`src/common/soc_map_pkg.sv`:
```
package soc_map_pkg;

  // Address bits 31..16 select the target
  localparam logic [15:0] REGION_DMEM = 16'h0010;
  localparam logic [15:0] REGION_UART = 16'h0100;

  // Data memory depth in 32-bit words
  localparam int unsigned DMEM_WORDS = 1024;

  // UART register byte offsets
  localparam logic [3:0] UART_TXDATA_OFS = 4'h0;
  localparam logic [3:0] UART_STATUS_OFS = 4'h4; // Bit 0 reads back the transmitter busy flag

  // Serial bit period in clock cycles
  localparam int unsigned CLKS_PER_BIT = 8;

endpackage

```
`src/uart/uart_tx.sv`:
```
`timescale 1ns/10ps

module uart_tx (
  input  logic       CLK_I,
  input  logic       rst_i,
  input  logic       start_i,
  input  logic [7:0] data_i,
  output logic       busy_o,
  output logic       txd_o
);

  logic [$clog2(soc_map_pkg::CLKS_PER_BIT)-1:0] baud_cnt_q;
  logic [3:0]                                   bit_cnt_q;
  logic [8:0]                                   frame_q;
  logic                                         bit_end;

  assign bit_end = (baud_cnt_q ==
                    ($clog2(soc_map_pkg::CLKS_PER_BIT))'(soc_map_pkg::CLKS_PER_BIT - 1));

  always_ff @(posedge CLK_I) begin
    if (rst_i) begin
      busy_o     <= 1'b0;
      txd_o      <= 1'b1; // Line idles high
      baud_cnt_q <= '0;
      bit_cnt_q  <= '0;
    end else if (!busy_o) begin
      if (start_i) begin
        busy_o     <= 1'b1;
        txd_o      <= 1'b0; // Start bit
        baud_cnt_q <= '0;
        bit_cnt_q  <= '0;
      end
    end else begin
      baud_cnt_q <= baud_cnt_q + 1'b1;
      if (bit_end) begin
        baud_cnt_q <= '0;
        if (bit_cnt_q == 4'd9) begin
          busy_o <= 1'b0; // Stop bit has ended
          txd_o  <= 1'b1;
        end else begin
          bit_cnt_q <= bit_cnt_q + 1'b1;
          txd_o     <= frame_q[0];
        end
      end
    end
  end

  // Stop and data LSB first, shifted toward bit 0
  always_ff @(posedge CLK_I) begin
    if (!busy_o && start_i) begin
      frame_q <= {1'b1, data_i};
    end else if (busy_o && bit_end) begin
      frame_q <= {1'b1, frame_q[8:1]};
    end
  end

endmodule

```
`config.mk`:
```
export PLATFORM = sky130hd
export DESIGN_NAME = uart_tx
export DESIGN_NICKNAME = d
export VERILOG_FILES = /design/src/common/soc_map_pkg.sv /design/src/uart/uart_tx.sv
export SDC_FILE = /design/constraint.sdc
export NUM_CORES = 1
export LEC_CHECK = 0
export BUFFER_PORTS_ARGS = -buffer_cell sky130_fd_sc_hd__buf_4
export CAP_MARGIN = 15
export CORE_MARGIN = 10
export CORE_UTILIZATION = 45
export CTS_BUF_LIST = sky130_fd_sc_hd__clkbuf_4 sky130_fd_sc_hd__clkbuf_8
export CTS_CLUSTER_DIAMETER = 30
export DETAILED_ROUTE_END_ITERATION = 8
export PLACE_DENSITY_LB_ADDON = 0.12
export SYNTH_ARGS = -nofsm -noshare
export SYNTH_HDL_FRONTEND = slang
export SYNTH_SLANG_ARGS = --single-unit
```
`constraint.sdc`:
```
create_clock -name CLK_I -period 3.21 [get_ports CLK_I]
set_clock_uncertainty 0.1 [all_clocks]
set_input_delay 0.642 -clock CLK_I [delete_from_list [all_inputs] [get_ports CLK_I]]
set_output_delay 0.642 -clock CLK_I [all_outputs]
set_load 0.01 [all_outputs]
```
==> qor.yml <==
stdcell_area_um2: 924.6
cts.sinks: 17
ys_warn_count: 0
detail-route-antenna-nets: 0
layout_common_cells: "nand2_1 (25), buf_4 (12), dfxtp_1 (9)"
syn_area_um2: 800.8
power_density_nw_per_um2: 440.2
chipWidth_um: 62.19
clockBufferDepth: 2
overflow: 0
synth.distinct_cells: 29
area_delta_synth_final_pct: 15.47
synth_fp_nets: 99
end_kind: "output port"
grt.total_usage: 0.07752
dieArea_um2: 3867
finalHoldViolCount: 0
grt_pass1_vias: 587
ir_drop_v: 0.0002761
n_fill_cell: 153
crit_path_top_delay_cell: "dfxtp_1"
setup.worst_path.class: "flip-flop to output port"
post-route-drc-count: 0
reg2reg_slack_ns: 1.47
wl_per_cell_um: 11.74
viasPerCell: 5.083
path_delay_family: "flip-flops"
coreArea_um2: 1708
cts_tree: "done"
crit_chain: "buf_4"
fin_nets: 111
rsz0062_at_grt: "false"
setup_viol: 0
maxSlewViolCount: 0
final_util: 0.5414
die_h_um: 62.19
tns_ns: 0
cts_resized: 0
maxSlewHeadroom: 0.6350
setup_slack_ns: 1.401
std_cell_rows: 15
critPathRequiredTime_ns: 2.47
wl_um: 1409
grt_max_degree: 15
drt_iter0_drc: 23
hpwl_um: 1033
pre_cts_ws_ns: 1.360
num_vias: 610
insertion_delay_ns: 0.29
clkSlewWorstSetupHoldPaths_ns: 0.10
post-route-min-period_ns: 1.809
initial_core_util: 0.4689
drtPass1Iterations: 4
root_buffer: "clkbuf_4"
layout-drive-gt1-share: 0.1895
grt_pass1_wl_um: 2497
pin_count: 13
antenna_cells: 0
portBuffers: 12
hold_slack_ns: 0.3940
ys_ff_latch: 17
min_path_type: "flip-flop to flip-flop"
antenna_found_initial: 0
tightest_slew_ns: 0.5463
numCtsBuffers: 3
synthCells: 84
gp_congestion: 0.7306
h-tree-depth: 1
ys_seq_area_frac: 0.5250
cts_hold_buf: 0
status: "completed"
final_common_cell: "nand2_1"
placed_cell_area_um2: 894.6
start_kind: "flip-flop"
crit_fanout: 14
period_share: 0.5634
cp_num_buf_inv: 1
total_leakage_power_nw: 0.3800
cts_setup_buffers: 0
syn_area_per_cell_um2: 9.533
cp_slowest_stage_delay_ns: 0.57
critPathArrivalTime_ns: 1.07
drv_cap: 0
max_freq_ghz: 0.5529
-- report_power, final --
| part | switching, W | internal (W) |
|---|---|---|
| registers | 0.00000571 | 0.000239 |
| clock network | 0.0000664 | 0.0000569 |
| logic | 0.0000202 | 0.0000186 |
-- registers in the layout, summed over array words and instances, names as in the netlist --
name,count
baud_cnt_q,3
txd_o,1
bit_cnt_q,4
frame_q,8
busy_o,1
-- layer usage --
layer | global-route usage | part of all wire
met1 | 0.1019 | 0.50
met3 | 0.01792 | 0.034
met4 | 0.05143 | 0.026
met5 | 0 | 0
met2 | 0.1090 | 0.44
-- cell type report --
type | instances | area [um2] | area share
clock buffer | 4 | 30.03 | 0.03248
sequential | 17 | 420.4 | 0.4547
multi-input combinational | 61 | 349.1 | 0.3775
inverter | 1 | 3.754 | 0.004060
timing repair buffer | 12 | 90.09 | 0.09743
tap | 25 | 31.28 | 0.03383
-- cell families after synthesis --
group                    synth area share
buffers and inverters             0.03905
AO/OA/AOI/OAI                     0.09999
AND/OR/NAND/NOR                    0.2735
flip-flops                         0.5250
adder cells (fa/ha/maj)           0.06250
-- tightest hold or removal path, cell delays in order, from the launching register on --
cell and delay, ns:
dfxtp_1 0.34, a31oi_1 0.07, o21ai_0 0.06
-- cells in the mapped netlist, drive strengths merged --
cell	count	area (um2)
a21oi	4	23.77
clkbuf	2	7.510
or3b	2	17.52
nand3	2	10.01
o21ai	1	5.000
nand2	25	93.84
inv	1	3.750
nand4b	1	8.760
nand3b	1	7.510
o211ai	2	15.01
and3b	1	8.760
nor2b	1	6.260
dfxtp	9	180.2
a31oi	2	12.51
buf	3	20.01
nand2b	2	12.51
nor3b	1	7.510
a311oi	1	8.760
nor2	6	22.52
nand4	1	6.260
or3	2	17.52
a22oi	1	7.510
edfxtp	8	240.2
o31ai	1	7.510
ha	4	50.05
-- path summary, 6_finish.rpt --
check / from / cells past startpoint / endpoint
hold reg to reg: txd_o / 2 / txd_o
setup / recovery: busy_o / 1 / busy_o
setup reg to reg: baud_cnt_q[0] / 4 / frame_q[4]
hold / removal: txd_o / 2 / txd_o
-- stage by stage --
step | cells | power [W]
2_1_floorplan | 84 | 0.0002723
3_3_place_gp | 116 | 0.0002884
3_5_place_dp | 116 | 0.0002895
4_1_cts | 120 | 0.0004096
5_1_grt | 120 | 0.0004294
6_report | 120 | 0.0004070
Note: power is estimated with default switching activity, not from simulation.
