===== src/common/soc_map_pkg.sv =====
package soc_map_pkg;

  // Address bits 31..16 select the target
  localparam logic [15:0] REGION_DMEM = 16'h0010;
  localparam logic [15:0] REGION_UART = 16'h0100;

  // Data memory depth in 32-bit words
  localparam int unsigned DMEM_WORDS = 1024;

  // UART register byte offsets
  localparam logic [3:0] UART_TXDATA_OFS = 4'h0;
  localparam logic [3:0] UART_STATUS_OFS = 4'h4; // Bit 0 reads back the transmitter busy flag

  // Serial bit period in clock cycles
  localparam int unsigned CLKS_PER_BIT = 8;

endpackage


===== src/common/bus_pkg.sv =====
package bus_pkg;

  localparam int unsigned ADDR_W = 32;
  localparam int unsigned DATA_W = 32;
  localparam int unsigned STRB_W = 4; // One strobe per byte lane

  typedef enum logic [1:0] {
    IDLE,
    WB_WAIT,
    DMEM_WAIT,
    UNMAPPED_WAIT
  } master_state_t;

endpackage

===== src/uart/uart_wb_regs.sv =====
`timescale 1ns/10ps

module uart_wb_regs (
  input  logic                       CLK_I,
  input  logic                       rst_i,

  input  logic                       wbs_cyc_i,
  input  logic                       wbs_stb_i,
  input  logic [bus_pkg::ADDR_W-1:0] wbs_adr_i,
  input  logic                       wbs_we_i,
  input  logic [bus_pkg::DATA_W-1:0] wbs_dat_i,
  input  logic [bus_pkg::STRB_W-1:0] wbs_sel_i,
  output logic [bus_pkg::DATA_W-1:0] wbs_dat_o,
  output logic                       wbs_ack_o,
  output logic                       wbs_err_o,

  input  logic                       tx_busy_i,
  output logic                       tx_start_o,
  output logic [7:0]                 tx_data_o
);

  logic req;
  logic ofs_high_zero;
  logic hit_txdata;
  logic hit_status;
  logic wr_tx;
  logic rd_status;
  logic access_ok;

  assign req           = wbs_cyc_i && wbs_stb_i;
  assign ofs_high_zero = (wbs_adr_i[15:4] == '0); // Offsets above the register block are unmapped
  assign hit_txdata    = ofs_high_zero && (wbs_adr_i[3:0] == soc_map_pkg::UART_TXDATA_OFS);
  assign hit_status    = ofs_high_zero && (wbs_adr_i[3:0] == soc_map_pkg::UART_STATUS_OFS);

  // Only a TXDATA write into an idle transmitter or a STATUS read succeeds
  assign wr_tx     = hit_txdata && wbs_we_i && wbs_sel_i[0] && !tx_busy_i;
  assign rd_status = hit_status && !wbs_we_i;
  assign access_ok = wr_tx || rd_status;

  always_ff @(posedge CLK_I) begin
    if (rst_i) begin
      wbs_ack_o  <= 1'b0;
      wbs_err_o  <= 1'b0;
      tx_start_o <= 1'b0;
    end else begin
      wbs_ack_o  <= req && access_ok;
      wbs_err_o  <= req && !access_ok;
      tx_start_o <= req && wr_tx;
    end
  end

  always_ff @(posedge CLK_I) begin
    if (req && wr_tx) begin
      tx_data_o <= wbs_dat_i[7:0];
    end
    wbs_dat_o <= (req && rd_status) ? {{(bus_pkg::DATA_W-1){1'b0}}, tx_busy_i} : '0;
  end

endmodule


===== config.mk =====
export PLATFORM = sky130hd
export DESIGN_NAME = uart_wb_regs
export DESIGN_NICKNAME = d
export VERILOG_FILES = /design/src/common/soc_map_pkg.sv /design/src/common/bus_pkg.sv /design/src/uart/uart_wb_regs.sv
export SDC_FILE = /design/constraint.sdc
export NUM_CORES = 1
export LEC_CHECK = 0
export BUFFER_PORTS_ARGS = -buffer_cell sky130_fd_sc_hd__buf_4
export CAP_MARGIN = 20
export CELL_PAD_IN_SITES_DETAIL_PLACEMENT = 2
export CELL_PAD_IN_SITES_GLOBAL_PLACEMENT = 2
export CORE_AREA = 2 2 103 65
export CTS_CLUSTER_SIZE = 40
export DETAILED_ROUTE_END_ITERATION = 6
export DIE_AREA = 0 0 105 67
export PLACE_DENSITY_LB_ADDON = 0.1
export REMOVE_ABC_BUFFERS = 1
export SLEW_MARGIN = 10
export SYNTH_ARGS = -nofsm -noshare
export SYNTH_HDL_FRONTEND = slang
export SYNTH_SLANG_ARGS = --single-unit

===== constraint.sdc =====
create_clock -name CLK_I -period 1.8 [get_ports CLK_I]
set_input_delay 0.09 -clock CLK_I [delete_from_list [all_inputs] [get_ports CLK_I]]
set_output_delay 0.09 -clock CLK_I [all_outputs]
set_load 0.005 [all_outputs]

==> qor.txt <==
Status: finished, final reports clean
Slew Limit Fails: 0
Routed wire length: 1830 um
Non-Filler Instances: 191
Worst hold path class: in -> reg
Post-synth top cells: buf_4 (31), edfxtp_1 (8), nor4_1 (5)
Clock tree buffer depth: 2
Wire per inst: 9.57 um
Fillers: 722
CTS buffer count: 3
Cell taking the most area after synthesis: edfxtp_1
Crit. End Element: register
Largest net degree at the start of global routing: 9
Static Leakage: 0.469 nW
Detailed-route DRC error count: 0
Vias: 511
Synth Flop Type: edfxtp_1
RSZ-0062 raised after global routing: false
CP most frequent cell: buf_4
Ant. Diodes: 0
Total GRT Usage: 5.19%
Worst Path Required: 1.75 ns
Die width: 105 um
Final instance area: 1030 sq um
Hold path start: rst_i
Clk pin slew, worst setup/hold paths: 0.06 ns
Startpoint types: input port
WHS: 0.0231 ns
Layout Area Growth over Synthesis: 56.2%
DIE AREA: 7040 sq um
Die Span Y: 67 um
Vias/cell: 2.68
Post-detail-place hpwl: 1620 um
Post-placement cell count: 187
Hold Vio Cnt, Final: 0
Syn Area/Cell: 11.0 sq um
Post-CTS setup buffers: 0
Synthesized area: 659 sq um
Final Critical Period: 1.12 ns
WS Path Type: in -> reg
FMAX: 894 MHz
Crit-path cells: buf_4 > nor4_1 > nand4_1 > nor3_1 > buf_4
Met3 routed WL: 195 um
Max cap viols: 0
Critical path's largest stage delay: 0.32 ns
Ys Warns: 0
Num Clock Sinks: 12
Synth area leaders: edfxtp_1 (36%), buf_4 (35%), dfxtp_1 (12%)
Vias in the first global route: 533
Post-synthesis register bit count: 12
Final Net Count: 182
Std-Cell Rows: 22
Core area: 6000 sq um
Top sig layer: met4
Dpl cell area: 975 sq um
Starting Density: 11.0%
Sequential cell area fraction in the yosys report: 48.6%
TritonCTS clock tree: yes
Setup TNS Final: 0 ns
Worst EP arrival: 1.07 ns
Post-cts resize count: 0
Met1 WL: 772 um
CTS HTree Levels: 1
Final ANT Viol Nets: 0
Period utilization: 62.2%
Met2 Wirelength: 841 um
Ports: 117
Iter 0 DRT Violations: 14
CTS Hold Bufs: 0
RD Place Congestion: 0.622
Global-route congestion overflow total: 0
Share of layout cells above drive strength 1: 45.8%
Most frequent cell after synthesis: buf_4
Input/output buffers: 42
Pre-CTS setup slack: 0.391 ns
P per Cell Area: 651 nW/um^2
Clk root buf: clkbuf_8
Final WS setup: 0.681 ns
Post-synth top area share: 36.4%
Number of synthesized flops with an enable pin: 8
Slowest-stage cell, CP: nor4_1
First-pass GRT wire length: 2680 um
Detailed Routing Iterations Pass 1: 2
Final Setup Violations: 0
Initial antenna violation count: 0
Hold Path Stages: 2
Netlist cell types: 15
Peak VDD IR: 0.175 mV
Hold Crit Endpoint: tx_start_o$_SDFF_PP0_
Post-Syn Instances: 60
FFs w/ async S/R, synth: 0%
Critical path fanouts, max: 8
## per-stage QoR
| stage | util (%) | total power (W) |
|---|---|---|
| after CTS | 17.2 | 0.000688 |
| after global placement | 16.2 | 0.000377 |
| final | 17.2 | 0.000670 |
| after detailed placement | 16.2 | 0.000379 |
| after global routing | 17.2 | 0.000714 |
| after floorplan | - | 0.000323 |
## worst max-delay path by stage
stage                 start                     end  slack, ns  cells past startpoint
6_report       wbs_adr_i[8]  tx_data_o[1]$_DFFE_PP_       0.68                      5
3_5_place_dp   wbs_adr_i[8]  tx_data_o[2]$_DFFE_PP_       0.39                      5
5_1_grt        wbs_adr_i[8]  tx_data_o[0]$_DFFE_PP_       0.53                      5
2_1_floorplan  wbs_adr_i[8]  tx_data_o[0]$_DFFE_PP_       0.24                      3
4_1_cts        wbs_adr_i[8]  tx_data_o[2]$_DFFE_PP_       0.65                      5
3_3_place_gp   wbs_adr_i[8]  tx_data_o[1]$_DFFE_PP_       0.35                      5
## layer usage
metal	up-vias	GRT usage, %
met2	40	8.20
met5	-	0
met4	0	1.50
met3	2	2.74
met1	230	6.14
li1	239	-
## logic make-up (layout without fill, tap and decap cells)
kind of cell	Yosys count	in the layout	share of synthesized area (%)
compound gates	1	1	1.14
buf+inv	32	49	35.9
flops	12	12	48.6
other cells	1	31	0.569
simple gates	14	14	13.9
## power by group
part,total [W],internal (W),switching [W]
sequential,0.000295,0.000294,0.000000204
combinational,0.0000795,0.0000463,0.0000332
clock,0.000296,0.000193,0.000103
total,0.000670,0.000534,0.000136
## layout make-up
type                       count  area (sq um)  share of cell area, %
clock buffer                   4          55.1                   5.35
inverter                       1          3.75                  0.365
multi-input combinational     46           215                   20.9
sequential                    12           320                   31.1
tap                           84           105                   10.2
timing repair buffer          44           330                   32.1
## layout by cell type (no fill, tap or decap), drive strengths merged
cell,n
conb,31
nor4,6
and2,1
nand2,1
edfxtp,8
o21a,1
dfxtp,4
nand2b,1
nand4bb,1
buf,44
clkbuf,4
nor3,2
nor2,1
nand4,1
inv,1
## worst max-delay path: cells and delay by family
family / cells / cell delay (ns)
AND/OR/NAND/NOR: 3 / 0.66
buffers and inverters: 2 / 0.32
## registers in the layout, indices dropped and copies added, names as in the netlist
| name | count |
|---|---|
| tx_data_o | 8 |
| wbs_err_o | 1 |
| tx_start_o | 1 |
| wbs_dat_o | 1 |
| wbs_ack_o | 1 |
Power figures use the tool's default switching activity.
