===== src/common/soc_map_pkg.sv =====
package soc_map_pkg;

  // Address bits 31..16 select the target
  localparam logic [15:0] REGION_DMEM = 16'h0010;
  localparam logic [15:0] REGION_UART = 16'h0100;

  // Data memory depth in 32-bit words
  localparam int unsigned DMEM_WORDS = 1024;

  // UART register byte offsets
  localparam logic [3:0] UART_TXDATA_OFS = 4'h0;
  localparam logic [3:0] UART_STATUS_OFS = 4'h4; // Bit 0 reads back the transmitter busy flag

  // Serial bit period in clock cycles
  localparam int unsigned CLKS_PER_BIT = 8;

endpackage


===== src/common/bus_pkg.sv =====
package bus_pkg;

  localparam int unsigned ADDR_W = 32;
  localparam int unsigned DATA_W = 32;
  localparam int unsigned STRB_W = 4; // One strobe per byte lane

  typedef enum logic [1:0] {
    IDLE,
    WB_WAIT,
    DMEM_WAIT,
    UNMAPPED_WAIT
  } master_state_t;

endpackage

===== src/cpu_bus_master.sv =====
`timescale 1ns/10ps

module cpu_bus_master (
  input  logic                        CLK_I,
  input  logic                        rst_i,

  input  logic                        mem_valid_i,
  input  logic                        mem_wen_i,
  input  logic [bus_pkg::ADDR_W-1:0]  mem_addr_i,
  input  logic [bus_pkg::DATA_W-1:0]  mem_wdata_i,
  input  logic [bus_pkg::STRB_W-1:0]  mem_strb_i,
  output logic [bus_pkg::DATA_W-1:0]  mem_rdata_o,
  output logic                        mem_done_o,
  output logic                        mem_err_o,

  input  logic [bus_pkg::DATA_W-1:0]  wbm_dat_i,
  input  logic                        wbm_ack_i,
  input  logic                        wbm_err_i,
  output logic                        wbm_cyc_o,
  output logic                        wbm_stb_o,
  output logic [bus_pkg::ADDR_W-1:0]  wbm_adr_o,
  output logic                        wbm_we_o,
  output logic [bus_pkg::DATA_W-1:0]  wbm_dat_o,
  output logic [bus_pkg::STRB_W-1:0]  wbm_sel_o,

  input  logic [bus_pkg::DATA_W-1:0]  dmem_rdata_i,
  output logic [bus_pkg::ADDR_W-1:0]  dmem_addr_o,
  output logic                        dmem_en_o,
  output logic                        dmem_wen_o,
  output logic [bus_pkg::DATA_W-1:0]  dmem_wdata_o,
  output logic [bus_pkg::STRB_W-1:0]  dmem_wstrb_o
);

  bus_pkg::master_state_t state_q;

  logic [bus_pkg::ADDR_W-1:0] req_addr_q;
  logic [bus_pkg::DATA_W-1:0] req_wdata_q;
  logic [bus_pkg::STRB_W-1:0] req_strb_q;
  logic                       req_wen_q;

  logic [15:0] region;
  logic        dmem_hit;
  logic        uart_hit;
  logic        accept;
  logic        wb_resp;

  assign region   = mem_addr_i[bus_pkg::ADDR_W-1 -: 16];
  assign dmem_hit = (region == soc_map_pkg::REGION_DMEM);
  assign uart_hit = (region == soc_map_pkg::REGION_UART);
  assign accept   = (state_q == bus_pkg::IDLE) && mem_valid_i; // Strobes while busy are dropped
  assign wb_resp  = wbm_ack_i || wbm_err_i;

  always_ff @(posedge CLK_I) begin
    if (rst_i) begin
      state_q    <= bus_pkg::IDLE;
      mem_done_o <= 1'b0;
      mem_err_o  <= 1'b0;
      dmem_en_o  <= 1'b0;
      wbm_cyc_o  <= 1'b0;
      wbm_stb_o  <= 1'b0;
    end else begin
      mem_done_o <= 1'b0;
      mem_err_o  <= 1'b0;
      case (state_q)
        bus_pkg::IDLE: begin
          if (accept) begin
            if (dmem_hit) begin
              dmem_en_o <= 1'b1;
              state_q   <= bus_pkg::DMEM_WAIT;
            end else if (uart_hit) begin
              wbm_cyc_o <= 1'b1;
              wbm_stb_o <= 1'b1;
              state_q   <= bus_pkg::WB_WAIT;
            end else begin
              state_q <= bus_pkg::UNMAPPED_WAIT;
            end
          end
        end
        bus_pkg::DMEM_WAIT: begin
          dmem_en_o  <= 1'b0; // Memory access always takes one cycle
          mem_done_o <= 1'b1;
          state_q    <= bus_pkg::IDLE;
        end
        bus_pkg::WB_WAIT: begin
          wbm_stb_o <= 1'b0;
          if (wb_resp) begin
            wbm_cyc_o  <= 1'b0;
            mem_done_o <= 1'b1;
            mem_err_o  <= wbm_err_i;
            state_q    <= bus_pkg::IDLE;
          end
        end
        bus_pkg::UNMAPPED_WAIT: begin
          mem_done_o <= 1'b1;
          mem_err_o  <= 1'b1;
          state_q    <= bus_pkg::IDLE;
        end
        default: state_q <= bus_pkg::IDLE;
      endcase
    end
  end

  always_ff @(posedge CLK_I) begin
    if (accept) begin
      req_addr_q  <= mem_addr_i;
      req_wdata_q <= mem_wdata_i;
      req_strb_q  <= mem_strb_i;
      req_wen_q   <= mem_wen_i;
    end
    case (state_q)
      bus_pkg::DMEM_WAIT:     mem_rdata_o <= dmem_rdata_i;
      bus_pkg::WB_WAIT:       if (wb_resp) mem_rdata_o <= wbm_dat_i;
      bus_pkg::UNMAPPED_WAIT: mem_rdata_o <= '0;
      default: ;
    endcase
  end

  // Both targets see the captured request and qualify it with their own enable
  assign dmem_addr_o  = req_addr_q;
  assign dmem_wen_o   = req_wen_q;
  assign dmem_wdata_o = req_wdata_q;
  assign dmem_wstrb_o = req_strb_q;
  assign wbm_adr_o    = req_addr_q;
  assign wbm_we_o     = req_wen_q;
  assign wbm_dat_o    = req_wdata_q;
  assign wbm_sel_o    = req_strb_q;

endmodule


===== config.mk =====
export PLATFORM = sky130hd
export DESIGN_NAME = cpu_bus_master
export DESIGN_NICKNAME = d
export VERILOG_FILES = /design/src/common/soc_map_pkg.sv /design/src/common/bus_pkg.sv /design/src/cpu_bus_master.sv
export SDC_FILE = /design/constraint.sdc
export NUM_CORES = 1
export LEC_CHECK = 0
export BUFFER_PORTS_ARGS = -buffer_cell sky130_fd_sc_hd__buf_4
export CAP_MARGIN = 20
export CELL_PAD_IN_SITES_DETAIL_PLACEMENT = 1
export CELL_PAD_IN_SITES_GLOBAL_PLACEMENT = 2
export CORE_MARGIN = 4
export CORE_UTILIZATION = 26
export CTS_CLUSTER_DIAMETER = 120
export DETAILED_ROUTE_END_ITERATION = 7
export PLACE_DENSITY = 0.95
export SYNTH_ARGS = -nofsm -noshare
export SYNTH_HDL_FRONTEND = slang
export SYNTH_SLANG_ARGS = --single-unit

===== constraint.sdc =====
create_clock -name CLK_I -period 8.33 [get_ports CLK_I]
set_clock_uncertainty 0.05 [all_clocks]
set_input_delay 0.833 -clock CLK_I [delete_from_list [all_inputs] [get_ports CLK_I]]
set_output_delay 0.833 -clock CLK_I [all_outputs]
set_load 0.05 [all_outputs]

==> impl.org, run 1 <==
** Outcome
- Status :: complete, no violations

** Clocking
- In this run the clock root is driven by a clkbuf_16.
- Clock network latency to the later pin of the worst-skew pair :: 0.34 ns
- Clock buffer depth :: 2
- Hold repair after CTS inserted 0 buffers.
- Post CTS Setup Buffer Count :: 0
- Clock slew at reported path FFs :: 0.07 ns
- Clock tree synthesis found a total of 108 sinks.
- TritonCTS created 9 clock buffers.
- After clock tree synthesis, the repair step resized 0 gates.
- The H-tree was split into 3 levels.
- TritonCTS built the clock tree.

** Layout
- Relative to the synthesized area, the layout overhead comes to 56.4%.
- Layout cells sized above 1 :: 67.2%
- Once layout is done, the placed cells without fillers occupy between 6000 and 7000 sq um.
- The finished layout holds 716 standard cells, fillers aside.
- The multi-input combinational cells in the finished layout cover a total of 488 sq um.
- 0 antenna diodes ended up in the layout.
- In the final layout, flip-flops and latches occupy 3170 sq um.
- Net count, final :: 633
- The filler cells instantiated in the layout total 1689.

** Routing
- In the final routed layout, each cell accounts on average for around 20 um.
- Via count :: between 3000 and 4000
- Average vias per placed instance :: 4.22
- Number of DRC violations after detailed-routing iteration 0 :: approximately 120
- The count of nets left with antenna violations once routing finished came out at 0.
- Total wire length after detailed routing :: between 10000 and 15000 um
- Remaining routing DRC violations :: 0
- The first detailed-routing pass ran for 4 iterations.

** STA
- Tcrit/Tclk final :: a little under a quarter
- The final hold violation count came to 0.
- Setup repair after global routing missed its margin :: false
- The smallest clock period supported by the final layout is computed as 1.92 ns.
- At the pin with the least slew margin, the transition time is 0.922 ns.
- Final-report setup violation count :: 0
- Total negative slack :: 0 ns
- Top achievable clock speed :: 522 MHz
- Rel. slew slack :: 38.5%
- Final count of pins violating max slew :: 0

** Synth
- Post-synth top cells :: 101 x edfxtp_1, 69 x buf_4, 32 x a22o_1, 7 x dfxtp_1, 4 x inv_1
- Library cells used by synthesis :: 26
- Flip-flop and latch count after synthesis :: 108
- Top cell type's share of synthesized area :: 71.6%
- After synthesis, the cell types taking the most area are edfxtp_1 72%, buf_4 12%, a22o_1 6.6%, dfxtp_1 3.3%, nor4_2 0.89%.
- Sequential cell area fraction in the yosys report :: ~75%
- FFs w/ async S/R, synth :: 0%
- Number of nets in the synthesized netlist :: 382
- By instance count, the leading cell after synthesis is edfxtp_1.
- The synthesized netlist occupies a cell area of 4240 sq um.
- During synthesis, Yosys emitted a total of 0 warnings.
- Library cell with the largest summed area after synthesis :: edfxtp_1
- Avg Inst Size Synth :: between 15 and 20 sq um
- Most common flop cell mapped by yosys :: edfxtp_1
- The cell count after synthesis came out at 244.
- Number of enable flip-flop cells after synthesis :: 101

** Place
- The placed instances occupy a cell area of between 6000 and 7000 sq um.
- PortBufs :: 312
- Half-perimeter wire length after placement :: 11600 um
- In this run, placement finished with an instance count of 699.
- Routability-driven placement congestion ratio :: 0.710

** Floorplanning
- Measured along the y axis, the die boundary spans about 140 um.
- The initialized floorplan defines 46 standard-cell rows.
- Starting density of the core :: 26.6%
- The core region is 15900 sq um.
- Overall die width :: about 140 um
- Number of primary I/O pins :: 313
- Overall die area :: 18400 sq um

** Worst setup path
- The worst setup path is of the primary input to flip-flop kind.
- The largest single stage delay on the critical path is between 0.6 and 0.7 ns.
- Along the worst path, the maximum fanout reaches 69.
- The worst setup path is launched from a primary input.
- Most numerous cell on the critical path :: buf_4
- Worst Path Arrival :: 1.83 ns
- Endpoint kind of the worst setup timing path :: flip-flop
- STA puts the critical path data required time at 8.25 ns.
- Traced cell by cell, the critical path runs through buf_4 > nand2b_4 > nor2_4 > buf_4.
- The slowest stage of the critical path is the buf_4 cell.

** Pwr
- For this design the ratio of total power to cell area is 224 nW/um^2.
- In this run the static leakage power is roughly 2.8 nW.
- Worst IR drop on VDD :: approximately 0.095 mV

** Global route
- The via count of the first global-routing pass came to ~3200.
- In the global route stage, overall resource usage came out at ~14%.
- The first global-routing pass estimated 19600 um of wire.
- Largest net degree at the start of global routing :: 70
- Global routing finished with a remaining overflow of 0.
- The initial antenna violation count came to 1.

** Job
- Across the run, the number of max-cap violations was 0.

** Hold path
- Worst min-delay path class :: flip-flop to flip-flop
-- report_power, final --
group | leakage [nW] | internal (W) | total, W | switching (W)
registers | 1.02 | 0.000644 | 0.000664 | 0.0000196
clock network | 0.131 | 0.000232 | 0.000416 | 0.000185
logic | 1.70 | 0.000129 | 0.000405 | 0.000277
-- per-stage QoR --
stage               power, W  setup slack [ns]  utilization [%]  hold WS, ns
floorplan           0.000947              4.00                -        0.472
global placement     0.00108              6.12             39.6        0.435
detailed placement   0.00108              6.07             39.6        0.436
CTS                  0.00151              6.43             41.4        0.465
global route         0.00154              6.36             41.5        0.495
finish               0.00149              6.41             41.5        0.465
-- state kept, by name, indices dropped and copies added, names as in the netlist --
register / flops
dmem_addr_o: 32
dmem_en_o: 1
dmem_wdata_o: 32
dmem_wen_o: 1
dmem_wstrb_o: 4
mem_done_o: 1
mem_err_o: 1
mem_rdata_o: 32
state_q: 2
wbm_cyc_o: 1
wbm_stb_o: 1
-- critical path: cells and delay by family --
kind                   cells  cell delay [ns]
buffers and inverters      2             0.75
and+or+nand+nor            2             0.15
-- cell families after synthesis --
kind of cell           synth area share, %
AO/OA/AOI/OAI                         8.01
buffers and inverters                 13.8
flip-flops                            74.9
AND/OR/NAND/NOR                       3.28
-- area by class of cell --
cell class | instances | share of cell area (%)
flip-flops and latches | 108 | 47.9
repair buffers | 316 | 36.1
multi-input cells | 56 | 7.37
well taps | 216 | 4.08
clock buffers | 11 | 3.51
clock inverters | 5 | 0.793
inverters | 4 | 0.227
-- metal layers --
layer  share of wire (%)  global-route usage, %  vias to the layer above
met5               0.085                      0                        -
met4                 1.3                   4.70                        2
met3                 8.9                   4.64                       14
met2                  53                   26.5                      172
met1                  36                   15.6                     1476
li1                    -                      -                     1358
-- path summary, 6_finish.rpt --
kind / from / to / slack, ns / cells after the start
setup reg to reg: state_q[0]$_SDFFE_PP0P_ / dmem_wdata_o[27]$_DFFE_PP_ / 6.56 / 3
hold / removal: wbm_stb_o$_SDFFE_PP0P_ / wbm_stb_o$_SDFFE_PP0P_ / 0.47 / 2
setup / recovery: mem_valid_i / dmem_wdata_o[27]$_DFFE_PP_ / 6.41 / 4
hold reg to reg: wbm_stb_o$_SDFFE_PP0P_ / wbm_stb_o$_SDFFE_PP0P_ / 0.47 / 2
-- cell usage in the layout (no fill, tap or decap), drive strengths merged, types with 2 or more instances in the layout --
master | synthesis | layout
buf | 74 | 316
edfxtp | 101 | 101
a22o | 32 | 32
clkbuf | 2 | 11
dfxtp | 7 | 7
inv | 4 | 4
nor4 | 3 | 3
nor2b | 3 | 3
nor4b | 2 | 2
clkinvlp | 0 | 2
clkinv | 0 | 2
nor2 | 2 | 2
or3 | 2 | 2
Note: power is estimated with default switching activity, not from simulation.
==> run 2, diff against run 1 <==
CORE_UTILIZATION = 22   (was 26)
PLACE_DENSITY = 0.86   (was 0.95)
clock period = 1.65 ns   (was 8.33 ns; I/O delays follow)
==> run 2 against run 1 <==
Effect of this change: sequential cell count stayed put; utilization is 2.4 points lower; register-to-register slack worse by 6.3 ns; routed wire length is 10% higher; worst setup slack worse by 6.2 ns; sequential share of layout area is 4.9 points lower; combinational power grew to 5.4 times the previous value; worst hold slack worse by 0.42 ns; total power grew to 5.1 times the previous value; cell count is 16% higher; critical path depth is 1 higher; clock-buffer cell count is 2 lower; critical path type unchanged.
==> impl.org, run 2 (synthesis results as in run 1) <==
** Outcome
- Status :: complete, no violations

** Layout
- Most used cells in the layout excluding fill and tap cells :: 316 x buf_4, 101 x edfxtp_1, 70 x dlygate4sd3_1
- The area used by sequential logic in the layout is 3170 sq um (about the same).
- Design area :: 7380 sq um (+11%)
- Layout cells sized above 1 :: 59.9% (-7.3 points)
- The count of nets after finishing is 704 (+11%).
- The number of fill cells in the layout was 1978 (+17%).
- The multi-input gate area in the final layout was 488 sq um (unchanged).
- Leaving out fill and tap cells, the most frequent cell in the layout is buf_4.
- Layout overhead on the synthesized area :: 74.2%

** Global route
- Residual overflow from global routing :: 0 (unchanged)
- First-pass GRT wire length :: 23000 um (+17%)
- The total routing usage reported by global routing came to 13.9% (-0.48 points).
- The initial antenna violation count was 1 (unchanged).
- The via count of the first global-routing pass was 3783 (+18%).
- The pin count of the biggest net entering global routing came to 49 (-30%).

** STA
- The worst slew margin relative to its limit was 71.6% (+33 points).
- The worst setup slack after layout is 0.188 ns (-6.23 ns).
- Actual slew at the worst max-slew pin :: 0.427 ns (-0.496 ns)
- Setup repair after global routing missed its margin :: false
- For the finished layout, the period the worst path requires is 1.46 ns.
- Final Hold Vio Count :: 0 (unchanged)
- The number of setup violations in the final report was 0 (unchanged).
- The final critical path takes up 88.6% of the cycle.
- Top achievable clock speed :: 684 MHz
- The final count of pins violating max slew was 0 (unchanged).

** Floorplanning
- The die height was 147 um (+8.2%).
- Row Count :: 50 (+8.7%)
- The floorplan die width is 147 um (+8.2%).
- The effective utilization at floorplan is 22.5% (-4.1 points).
- The number of top-level pins is 313 (unchanged).
- The die area came to 21500 sq um (+17%).
- The floorplan core area was 18800 sq um (+18%).

** Worst setup path
- STA classifies the critical path endpoint as a flip-flop.
- The data required time of the worst path is 1.83 ns (-6.42 ns).
- Worst Path Arrival :: 1.64 ns (-0.19 ns)
- The largest driver fanout on the critical path is 2 (-97%).
- By startpoint and endpoint, the worst setup path is classified as primary input to flip-flop.
- STA classifies the critical path startpoint as a primary input.

** Place
- Post-place setup slack :: 0.249 ns (-5.82 ns)
- Routability-driven placement congestion ratio :: 0.765 (+7.7%)
- The standard cell area after detailed placement came to 6390 sq um (+1.3%).
- The count of buffers inserted at the top-level ports came to 312 (unchanged).
- Half-perimeter wire length after placement :: 11600 um (-0.12%)

** Clocking
- The clock-pin transition on the worst setup and hold timing paths came to 0.08 ns (about the same).
- The clock latency at the later pin of the worst-skew pair came to 0.34 ns (about the same).
- The root buffer cell chosen for the clock tree is clkbuf_16.
- CTS H-tree depth :: 3 (unchanged)
- TritonCTS built the clock tree.
- The count of buffers added by post-CTS timing repair for setup is 0 (unchanged).
- Sink Count :: 108 (unchanged)
- The number of buffers on the longest clock path came to 2 (unchanged).
- The number of buffers inserted during clock tree synthesis came to 9 (unchanged).

** Hold path
- Worst min-delay path class :: primary input to flip-flop

** Routing
- Pre-antenna DRT Iters :: 4 (unchanged)
- Detail-routed net length per standard cell :: 18.8 um (-5.3%)
- The number of vias per cell after detailed routing is 3.98 (-5.7%).
- Total wire length after detailed routing :: 15600 um (+10%)
- Number of antenna-violating nets in the routed design :: 0 (unchanged)
- Number of DRC violations after detailed-routing iteration 0 :: 107 (-12%)
- Remaining routing DRC violations :: 0 (unchanged)
- Via count :: 3310 (+9.5%)

** Job
- The number of max-cap violations came to 0 (unchanged).

** Pwr
- Static leakage power :: 3.15 nW (+11%)
- Power density over cell area :: 1040 nW/um^2 (+360%)
- Worst IR drop on VDD :: 0.445 mV (+370%)
[run 2: cell types whose count changed in the layout (fill, tap and decap cells not counted), moves of 2 or more]
cell | previous run | this run
inv_6 | 0 | 3
clkinvlp_4 | 2 | 0
dlygate4sd3_1 | 0 | 70
clkinv_2 | 0 | 2
clkbuf_1 | 2 | 0
clkinv_1 | 2 | 0
[run 2: worst paths after layout]
path                           start                         to  slack (ns)  cells after the start
max                   mem_addr_i[17]    state_q[0]$_SDFFE_PP0P_        0.19                      5
min                    wbm_dat_i[18]  mem_rdata_o[18]$_DFFE_PP_        0.05                      2
max reg2reg  state_q[1]$_SDFFE_PP0P_   mem_rdata_o[9]$_DFFE_PP_        0.23                      2
min reg2reg   wbm_stb_o$_SDFFE_PP0P_     wbm_stb_o$_SDFFE_PP0P_        0.46                      2
[run 2: final cells by class]
cell class	count	share of cell area, %
Clock inverter	7	0.763
Tap cell	260	4.41
Antenna cell	1	0.0339
Timing Repair Buffer	387	41.9
Multi-Input combinational cell	56	6.61
Sequential cell	108	43.0
Inverter	4	0.203
Clock buffer	9	3.05
[run 2: what timing repair did]
action                    CTS  global route
hold endpoints to repair   71             0
resized for setup           0             0
hold buffers               70             0
[run 2: per-layer routing]
layer  part of all wire [%]  track usage, %  wire length [um]  vias up
met5                      0               0                 0        -
li1                       -               -                 -     1498
met1                     36            14.8              5600     1580
met3                     11            5.89              1700       13
met2                     52            25.1              8120      219
met4                    1.3            4.14               207        0
[run 2: per-stage QoR]
step / util (%) / hold WS [ns] / power [W] / TNS, ns / instances
after global placement: 34.0 / 0.293 / 0.00544 / 0 / 745
after global routing: 39.2 / 0.0429 / 0.00797 / 0 / 832
after CTS: 39.2 / 0.0309 / 0.00776 / 0 / 831
final: 39.2 / 0.0490 / 0.00764 / 0 / 832
after detailed placement: 34.0 / 0.294 / 0.00548 / 0 / 745
after floorplan: - / 0.187 / 0.00478 / -19.66 / 244
[run 2: power by group]
group          switching [W]  internal, W
Combinational        0.00142     0.000760
Sequential          0.000118      0.00325
Clock                0.00104      0.00105
Total                0.00258      0.00506
[run 2: critical path: stages]
cell	delay, ns
dlygate4sd3_1	0.56
buf_4	0.16
nor4_2	0.35
and4_1	0.32
o22ai_2	0.09
